[config.mk]
export PLATFORM = sky130hd
export DESIGN_NAME = wb_subsys
export DESIGN_NICKNAME = d
export VERILOG_FILES = /design/src/wb_pipe_pkg.sv /design/src/rv_isa_pkg.sv /design/src/wb_subsys.sv /design/src/writeback_stage.sv /design/src/csr_decode_stage.sv /design/src/csr_file.sv /design/src/hpm_counter.sv
export SDC_FILE = /design/constraint.sdc
export NUM_CORES = 1
export LEC_CHECK = 0
export ABC_AREA = 0
export BUFFER_PORTS_ARGS = -buffer_cell sky130_fd_sc_hd__buf_2
export CORE_MARGIN = 2
export CORE_UTILIZATION = 45
export DETAILED_ROUTE_END_ITERATION = 6
export PLACE_DENSITY = 0.71
export SLEW_MARGIN = 20
export SYNTH_ARGS = -nofsm -noshare
export SYNTH_HDL_FRONTEND = slang
export SYNTH_SLANG_ARGS = --single-unit
export TNS_END_PERCENT = 5
[constraint.sdc]
create_clock -name clk -period 5.05 [get_ports clk]
set_input_delay 1.01 -clock clk [delete_from_list [all_inputs] [get_ports clk]]
set_output_delay 1.01 -clock clk [all_outputs]
set_load 0.1 [all_outputs]
[src/wb_pipe_pkg.sv]
// ================================================
// internal encodings passed between the decode and
// write-back stages and the CSR file
// ================================================

package wb_pipe_pkg;

    // low funct3 bits line up with the operation
    typedef enum logic [1:0] {
        op_rw    = 2'b01,
        op_set   = 2'b10,
        op_clear = 2'b11
    } csr_op_e;

    // sel_none marks an address outside the implemented set
    typedef enum logic [2:0] {
        sel_none      = 3'd0,
        sel_mscratch  = 3'd1,
        sel_mcycle    = 3'd2,
        sel_mcycleh   = 3'd3,
        sel_minstret  = 3'd4,
        sel_minstreth = 3'd5
    } csr_sel_e;

endpackage

[src/rv_isa_pkg.sv]
// ================================================
// RV32 instruction set definitions shared by the
// write-back pipeline and its testbench
// ================================================

package rv_isa_pkg;

    // major opcode for CSR access and environment calls
    localparam logic [6:0] opcode_system_c = 7'b1110011;

    typedef enum logic [2:0] {
        csrrw  = 3'b001,
        csrrs  = 3'b010,
        csrrc  = 3'b011,
        csrrwi = 3'b101,
        csrrsi = 3'b110,
        csrrci = 3'b111
    } csr_funct3_e;

    // machine level CSR addresses
    localparam logic [11:0] csr_mscratch_c  = 12'h340;
    localparam logic [11:0] csr_mcycle_c    = 12'hB00;
    localparam logic [11:0] csr_minstret_c  = 12'hB02;
    localparam logic [11:0] csr_mcycleh_c   = 12'hB80;
    localparam logic [11:0] csr_minstreth_c = 12'hB82;

    // instruction field positions
    localparam int opcode_lsb_c = 0;
    localparam int opcode_msb_c = 6;
    localparam int rd_lsb_c     = 7;
    localparam int rd_msb_c     = 11;
    localparam int funct3_lsb_c = 12;
    localparam int funct3_msb_c = 14;
    localparam int rs1_lsb_c    = 15;
    localparam int rs1_msb_c    = 19;
    localparam int csr_lsb_c    = 20;
    localparam int csr_msb_c    = 31;

endpackage
[src/wb_subsys.sv]
// ================================================
// write-back subsystem top with decode, write-back
// and machine CSR file
// ================================================

`timescale 1ns/1ps

module wb_subsys #(
    parameter int xlen = 32
) (
    input  logic            clk,
    input  logic            reset,
    input  logic            exec_vld,
    input  logic [31:0]     exec_insn,
    input  logic [xlen-1:0] exec_result,
    output logic            regwr_en,
    output logic [4:0]      regwr_sel,
    output logic [xlen-1:0] regwr_data,
    output logic            illegal_csr
);

    // stage 1 to stage 2
    logic                  dec_vld;
    logic                  dec_is_csr;
    wb_pipe_pkg::csr_op_e  dec_op;
    wb_pipe_pkg::csr_sel_e dec_sel;
    logic [4:0]            dec_rd;
    logic [xlen-1:0]       dec_operand;
    logic                  dec_wr_suppress;

    // stage 2 to CSR file
    wb_pipe_pkg::csr_sel_e csr_sel;
    logic [xlen-1:0]       csr_rdata;
    logic                  csr_wr_en;
    logic [xlen-1:0]       csr_wdata;
    logic                  retire;

    csr_decode_stage #(
        .xlen            (xlen)
    ) u_decode (
        .clk             (clk),
        .reset           (reset),
        .exec_vld        (exec_vld),
        .exec_insn       (exec_insn),
        .exec_result     (exec_result),
        .dec_vld         (dec_vld),
        .dec_is_csr      (dec_is_csr),
        .dec_op          (dec_op),
        .dec_sel         (dec_sel),
        .dec_rd          (dec_rd),
        .dec_operand     (dec_operand),
        .dec_wr_suppress (dec_wr_suppress)
    );

    writeback_stage #(
        .xlen            (xlen)
    ) u_wb (
        .clk             (clk),
        .reset           (reset),
        .dec_vld         (dec_vld),
        .dec_is_csr      (dec_is_csr),
        .dec_op          (dec_op),
        .dec_sel         (dec_sel),
        .dec_rd          (dec_rd),
        .dec_operand     (dec_operand),
        .dec_wr_suppress (dec_wr_suppress),
        .csr_rdata       (csr_rdata),
        .csr_sel         (csr_sel),
        .csr_wr_en       (csr_wr_en),
        .csr_wdata       (csr_wdata),
        .retire          (retire),
        .regwr_en        (regwr_en),
        .regwr_sel       (regwr_sel),
        .regwr_data      (regwr_data),
        .illegal_csr     (illegal_csr)
    );

    csr_file #(
        .xlen            (xlen)
    ) u_csr (
        .clk             (clk),
        .reset           (reset),
        .csr_sel         (csr_sel),
        .csr_wr_en       (csr_wr_en),
        .csr_wdata       (csr_wdata),
        .retire          (retire),
        .csr_rdata       (csr_rdata)
    );

endmodule

[src/writeback_stage.sv]
// ================================================
// stage 2 performs the CSR read-modify-write and
// registers the integer register file write
// ================================================

`timescale 1ns/1ps

module writeback_stage #(
    parameter int xlen = 32
) (
    input  logic                  clk,
    input  logic                  reset,
    input  logic                  dec_vld,
    input  logic                  dec_is_csr,
    input  wb_pipe_pkg::csr_op_e  dec_op,
    input  wb_pipe_pkg::csr_sel_e dec_sel,
    input  logic [4:0]            dec_rd,
    input  logic [xlen-1:0]       dec_operand,
    input  logic                  dec_wr_suppress,
    input  logic [xlen-1:0]       csr_rdata,
    output wb_pipe_pkg::csr_sel_e csr_sel,
    output logic                  csr_wr_en,
    output logic [xlen-1:0]       csr_wdata,
    output logic                  retire,
    output logic                  regwr_en,
    output logic [4:0]            regwr_sel,
    output logic [xlen-1:0]       regwr_data,
    output logic                  illegal_csr
);

    logic csr_known;

    assign csr_sel   = dec_sel;
    assign csr_known = (dec_sel != wb_pipe_pkg::sel_none);

    always_comb begin
        case (dec_op)
            wb_pipe_pkg::op_set:   csr_wdata = csr_rdata | dec_operand;
            wb_pipe_pkg::op_clear: csr_wdata = csr_rdata & ~dec_operand;
            default:               csr_wdata = dec_operand;
        endcase
    end

    // write, retire and illegal all land on the stage 2 edge
    assign csr_wr_en   = dec_vld && dec_is_csr && csr_known && !dec_wr_suppress;
    assign illegal_csr = dec_vld && dec_is_csr && !csr_known;
    assign retire      = dec_vld;

    always_ff @(posedge clk) begin
        if (reset) begin
            regwr_en <= 1'b0;
        end else begin
            regwr_en <= dec_vld && !illegal_csr && (dec_rd != 5'd0);
        end
    end

    // rd gets the CSR value from before this instruction's write
    always_ff @(posedge clk) begin
        if (dec_vld) begin
            regwr_sel  <= dec_rd;
            regwr_data <= dec_is_csr ? csr_rdata : dec_operand;
        end
    end

    a_illegal_no_write : assert property (
        @(posedge clk) disable iff (reset) !(illegal_csr && csr_wr_en)
    );

    a_no_x0_write : assert property (
        @(posedge clk) disable iff (reset) regwr_en |-> (regwr_sel != 5'd0)
    );

endmodule

[src/csr_decode_stage.sv]
// ================================================
// stage 1 registers the execute packet and decodes
// the CSR operation, target and write suppression
// ================================================

`timescale 1ns/1ps

module csr_decode_stage #(
    parameter int xlen = 32
) (
    input  logic                  clk,
    input  logic                  reset,
    input  logic                  exec_vld,
    input  logic [31:0]           exec_insn,
    input  logic [xlen-1:0]       exec_result,
    output logic                  dec_vld,
    output logic                  dec_is_csr,
    output wb_pipe_pkg::csr_op_e  dec_op,
    output wb_pipe_pkg::csr_sel_e dec_sel,
    output logic [4:0]            dec_rd,
    output logic [xlen-1:0]       dec_operand,
    output logic                  dec_wr_suppress
);

    logic [6:0]               opcode;
    logic [2:0]               funct3;
    logic [4:0]               rs1;
    logic [11:0]              csr_addr;
    logic                     is_csr;
    wb_pipe_pkg::csr_op_e     op;
    wb_pipe_pkg::csr_sel_e    sel;

    assign opcode   = exec_insn[rv_isa_pkg::opcode_msb_c:rv_isa_pkg::opcode_lsb_c];
    assign funct3   = exec_insn[rv_isa_pkg::funct3_msb_c:rv_isa_pkg::funct3_lsb_c];
    assign rs1      = exec_insn[rv_isa_pkg::rs1_msb_c:rv_isa_pkg::rs1_lsb_c];
    assign csr_addr = exec_insn[rv_isa_pkg::csr_msb_c:rv_isa_pkg::csr_lsb_c];

    // funct3 of 000 and 100 are not CSR accesses
    assign is_csr = (opcode == rv_isa_pkg::opcode_system_c) && (funct3[1:0] != 2'b00);

    always_comb begin
        case (rv_isa_pkg::csr_funct3_e'(funct3))
            rv_isa_pkg::csrrs, rv_isa_pkg::csrrsi: op = wb_pipe_pkg::op_set;
            rv_isa_pkg::csrrc, rv_isa_pkg::csrrci: op = wb_pipe_pkg::op_clear;
            default:                               op = wb_pipe_pkg::op_rw;
        endcase
    end

    always_comb begin
        case (csr_addr)
            rv_isa_pkg::csr_mscratch_c:  sel = wb_pipe_pkg::sel_mscratch;
            rv_isa_pkg::csr_mcycle_c:    sel = wb_pipe_pkg::sel_mcycle;
            rv_isa_pkg::csr_mcycleh_c:   sel = wb_pipe_pkg::sel_mcycleh;
            rv_isa_pkg::csr_minstret_c:  sel = wb_pipe_pkg::sel_minstret;
            rv_isa_pkg::csr_minstreth_c: sel = wb_pipe_pkg::sel_minstreth;
            default:                     sel = wb_pipe_pkg::sel_none;
        endcase
    end

    always_ff @(posedge clk) begin
        if (reset) begin
            dec_vld <= 1'b0;
        end else begin
            dec_vld <= exec_vld;
        end
    end

    // payload only loads on a valid strobe
    always_ff @(posedge clk) begin
        if (exec_vld) begin
            dec_is_csr      <= is_csr;
            dec_op          <= op;
            dec_sel         <= sel;
            dec_rd          <= exec_insn[rv_isa_pkg::rd_msb_c:rv_isa_pkg::rd_lsb_c];
            dec_operand     <= exec_result;
            // set and clear with x0 or zimm 0 only read
            dec_wr_suppress <= (op != wb_pipe_pkg::op_rw) && (rs1 == 5'd0);
        end
    end

    a_vld_from_strobe : assert property (
        @(posedge clk) disable iff (reset) (dec_vld && $past(dec_vld)) |-> $past(exec_vld)
    );

endmodule

[src/csr_file.sv]
// ================================================
// machine CSRs mscratch, mcycle and minstret with a
// combinational read port and a single write port
// ================================================

`timescale 1ns/1ps

module csr_file #(
    parameter int xlen = 32
) (
    input  logic                  clk,
    input  logic                  reset,
    input  wb_pipe_pkg::csr_sel_e csr_sel,
    input  logic                  csr_wr_en,
    input  logic [xlen-1:0]       csr_wdata,
    input  logic                  retire,
    output logic [xlen-1:0]       csr_rdata
);

    logic [xlen-1:0]   mscratch;
    logic [2*xlen-1:0] mcycle;
    logic [2*xlen-1:0] minstret;

    logic wr_mscratch;
    logic wr_mcycle;
    logic wr_mcycleh;
    logic wr_minstret;
    logic wr_minstreth;

    // ================================================
    // write routing
    // ================================================

    assign wr_mscratch  = csr_wr_en && (csr_sel == wb_pipe_pkg::sel_mscratch);
    assign wr_mcycle    = csr_wr_en && (csr_sel == wb_pipe_pkg::sel_mcycle);
    assign wr_mcycleh   = csr_wr_en && (csr_sel == wb_pipe_pkg::sel_mcycleh);
    assign wr_minstret  = csr_wr_en && (csr_sel == wb_pipe_pkg::sel_minstret);
    assign wr_minstreth = csr_wr_en && (csr_sel == wb_pipe_pkg::sel_minstreth);

    always_ff @(posedge clk) begin
        if (reset) begin
            mscratch <= '0;
        end else if (wr_mscratch) begin
            mscratch <= csr_wdata;
        end
    end

    // free running cycle counter
    hpm_counter #(
        .xlen    (xlen)
    ) u_mcycle (
        .clk     (clk),
        .reset   (reset),
        .incr    (1'b1),
        .wr_low  (wr_mcycle),
        .wr_high (wr_mcycleh),
        .wdata   (csr_wdata),
        .count   (mcycle)
    );

    // counts every instruction leaving the write-back stage
    hpm_counter #(
        .xlen    (xlen)
    ) u_minstret (
        .clk     (clk),
        .reset   (reset),
        .incr    (retire),
        .wr_low  (wr_minstret),
        .wr_high (wr_minstreth),
        .wdata   (csr_wdata),
        .count   (minstret)
    );

    // ================================================
    // read mux
    // ================================================

    always_comb begin
        case (csr_sel)
            wb_pipe_pkg::sel_mscratch:  csr_rdata = mscratch;
            wb_pipe_pkg::sel_mcycle:    csr_rdata = mcycle[xlen-1:0];
            wb_pipe_pkg::sel_mcycleh:   csr_rdata = mcycle[2*xlen-1:xlen];
            wb_pipe_pkg::sel_minstret:  csr_rdata = minstret[xlen-1:0];
            wb_pipe_pkg::sel_minstreth: csr_rdata = minstret[2*xlen-1:xlen];
            default:                    csr_rdata = '0;
        endcase
    end

endmodule

[src/hpm_counter.sv]
// ================================================
// 64-bit event counter built from two xlen halves,
// each half writable on its own
// ================================================

`timescale 1ns/1ps

module hpm_counter #(
    parameter int xlen = 32
) (
    input  logic                clk,
    input  logic                reset,
    input  logic                incr,
    input  logic                wr_low,
    input  logic                wr_high,
    input  logic [xlen-1:0]     wdata,
    output logic [2*xlen-1:0]   count
);

    logic [xlen-1:0] count_low;
    logic [xlen-1:0] count_high;
    logic            carry;

    // low half about to roll over
    assign carry = incr && (count_low == {xlen{1'b1}});

    always_ff @(posedge clk) begin
        if (reset) begin
            count_low  <= '0;
            count_high <= '0;
        end else begin
            if (wr_low) begin
                count_low <= wdata;
            end else if (incr) begin
                count_low <= count_low + xlen'(1);
            end

            // a low write replaces the value that would have carried
            if (wr_high) begin
                count_high <= wdata;
            end else if (carry && !wr_low) begin
                count_high <= count_high + xlen'(1);
            end
        end
    end

    assign count = {count_high, count_low};

    // the CSR file only ever targets one half per instruction
    a_single_half_wr : assert property (
        @(posedge clk) disable iff (reset) !(wr_low && wr_high)
    );

endmodule

==> impl_metrics.toml <==
[pwr]
power_leakage_nw = 4.92
ir_drop_mv = 0.262
p_total_mw = 4.52
p_per_area_mw_per_mm2 = 309

[synthesis]
synth_area_leaders = "dfxtp_1 (25%), edfxtp_1 (19%), nor2_1 (6.5%), a211oi_1 (6.3%), xnor2_1 (4.5%)"
synth_most_common_cell = "nor2_1"
syn_avg_cell_area_um2 = 9.16
synth_enable_flop_cells = 81
synthXorXnorAreaFrac_pct = 7.58
ys_types = 61
synth_common_cells = "nor2_1 (224), dfxtp_1 (162), a211oi_1 (109), edfxtp_1 (81), nand2_1 (81)"
synth_area_mm2 = 0.0129
synth_async_sr_flop_share_pct = 0
muxShareOfSynthArea_pct = 6.88
synthFlopType = "dfxtp_1"
synthAdderAreaFrac_pct = 0.387
synth_compound_area_share_pct = 14.6
synth_top_family_by_area = "simple AND/OR/NAND/NOR gates"
yosys.area_share.simple_pct = 23.0
yosys_warnings = 0
ys_seq_area_share_pct = 43.9
synthesis.instances = 1413
syn_nets = 1484
ys_ff_latch = 243
yosys.area.top_type = "dfxtp_1"
yosysTopAreaCellShare_pct = 25.1

[detailed_routing]
ant_nets = 0
drt_iter0_drc = 1071
wire_per_inst_um = 19.4
dr.pass1.iters = 5
vias = 11139
wl_mm = 36.4
drt-vias-per-instance = 5.94
route.detailed.drc = 0

[sta]
hold_viol = 0
fmax_ghz = 0.289
maxSlewViolCount = 0
rsz0062_at_grt = "false"
fin_skew_ps = 10.7
tightest_slew_ps = 1180
finalCritPeriodShare_pct = 68.4
setup-tns-final_ps = 0
finalSetupViolations = 0
fin_crit_ps = 3450
slew_headroom_pct = 20.5

[finish]
num_antenna_cells = 0
area_growth_pct = 13.1
layout.nets = 1544
drive_above_1_share_pct = 17.2

[die]
start_util_pct = 45.4
dieWidth_um = 174
rows = 62
core_mm2 = 0.0285
io_pins = 106
die-area_mm2 = 0.0301
die_h_um = 174

[global_routing]
grt_pass1_wl_mm = 57.7
top_usage_layer = "met2"
grt_max_degree = 86
gr-total-overflow = 0
grt_util_met3_pct = 3.84
met1_usage_pct = 32.8
gr-usage-met2_pct = 37.9
gr-usage-all-layers_pct = 23.8
antenna_found_initial = 0
grt_pass1_vias = 10592

[placement]
gp_congestion = 0.927
place_hpwl_mm = 25.1
port_buffers = 104

[cts]
cts_resized = 0
clock-sinks = 243
cts_inserted_buffers = 25
cts_hold_buffers = 0
clk_latency_ps = 530
path_clk_slew_ps = 60
cts_tree = "yes"
cts_setup_buffers = 0
cts_buffer_depth = 3
cts_root_buf = "clkbuf_16"
htree_levels = 1

[worst_hold_path]
hp-class = "reg -> reg"
worstHoldStart = "u_decode.dec_rd[3]$_DFFE_PP_"
hold_end = "u_wb.regwr_sel[3]$_DFFE_PP_"
min_path_cells = 0

[critical_path]
rrSetupSlack_ps = 1740
end_kind = "output port"
r2r_start = "u_csr.u_minstret.count_low[3]$_SDFFE_PP0P_"
crit_required_ps = 4040
reg2reg_depth = 6
cp_max_fo = 51
start_kind = "register"
rr_endpoint = "u_csr.u_minstret.count_high[31]$_SDFFE_PP0P_"
crit_type = "reg -> out"
arrival_ps = 2440
startpoint = "u_decode.dec_is_csr$_DFFE_PP_"

[outcome]
status = "finished, final reports clean"

[flow_run]
cap_violations = 0
-- cell families after synthesis --
family,count (synthesis)
AOI/OAI and AO/OA,266
muxes,83
buffers and inverters,114
and+or+nand+nor,591
adders and majority gates,4
DFF,243
xor gates and xnor gates,112
-- state kept, by name (all words and copies together), names as in the netlist, 32 cells and up --
register                     cells
u_csr.mscratch                  32
u_csr.u_mcycle.count_high       32
u_csr.u_mcycle.count_low        32
u_csr.u_minstret.count_high     32
u_csr.u_minstret.count_low      32
u_decode.dec_operand            32
u_wb.regwr_data                 32
-- how the worst max path moves through the flow --
stage / endpoint / slack (ps) / depth (start not counted)
after floorplan: illegal_csr / 790 / 2
after global placement: u_csr.u_mcycle.count_high[3]$_SDFFE_PP0P_ / 1930 / 7
after detailed placement: u_csr.u_mcycle.count_low[7]$_SDFF_PP0_ / 1890 / 7
after CTS: illegal_csr / 1590 / 4
after global routing: illegal_csr / 1420 / 4
final: illegal_csr / 1600 / 4
-- area by class of cell --
cell class / count / area [um2]
Clock buffer: 31 / 693
Clock inverter: 13 / 166
Fill cell: 2634 / 13800
Inverter: 18 / 67.6
Multi-Input combinational cell: 1056 / 6820
Sequential cell: 243 / 5680
Tap cell: 384 / 480
Timing Repair Buffer: 129 / 731
-- through the flow --
stage	std cells	setup slack [ps]	instance area, um2	util (%)	hold WS, ps
after global placement	1829	1930	13800	48.3	419
after CTS	1873	1590	14600	51.3	443
after floorplan	1413	791	12900	-	417
final	1874	1600	14600	51.4	445
after detailed placement	1829	1890	13800	48.3	429
after global routing	1874	1420	14600	51.4	456
-- worst max-delay path, stage by stage, from the launching register on --
cell      delay, ps
edfxtp_1        320
buf_4           470
nand2_1         290
nor4_2          300
buf_2           520
-- power by group --
group	total [mW]	internal [mW]	switching, mW
clock	1.95	1.17	0.781
sequential	2.13	2.08	0.0429
combinational	0.439	0.114	0.325
-- per-layer routing --
metal | vias to the layer above | routed length (um)
met3 | 85 | 2630
met5 | - | 0
met2 | 455 | 16400
li1 | 5283 | -
met1 | 5316 | 16000
met4 | 0 | 1340
-- cells in the final DEF (no fill, tap or decap), drive strengths merged, types with 5 or more instances in the layout --
master / netlist / routed
a211oi: 111 / 111
nand2: 81 / 81
clkbuf: 74 / 31
edfxtp: 81 / 81
nand2b: 16 / 16
or3: 6 / 6
nand4: 38 / 38
o22ai: 20 / 20
a22o: 16 / 16
mux2i: 36 / 36
nor2b: 20 / 20
nand3: 55 / 55
buf: 22 / 129
a22oi: 31 / 31
nor4: 26 / 26
nor3: 74 / 74
mux2: 47 / 47
or4: 7 / 7
dfxtp: 162 / 162
a21oi: 29 / 29
nor2: 224 / 224
clkinv: 0 / 7
xor2: 46 / 46
and4: 5 / 5
o21ai: 25 / 25
xnor2: 66 / 66
o22a: 12 / 12
and3: 20 / 20
inv: 18 / 18
nand3b: 5 / 5
Note: power is estimated with default switching activity, not from simulation.
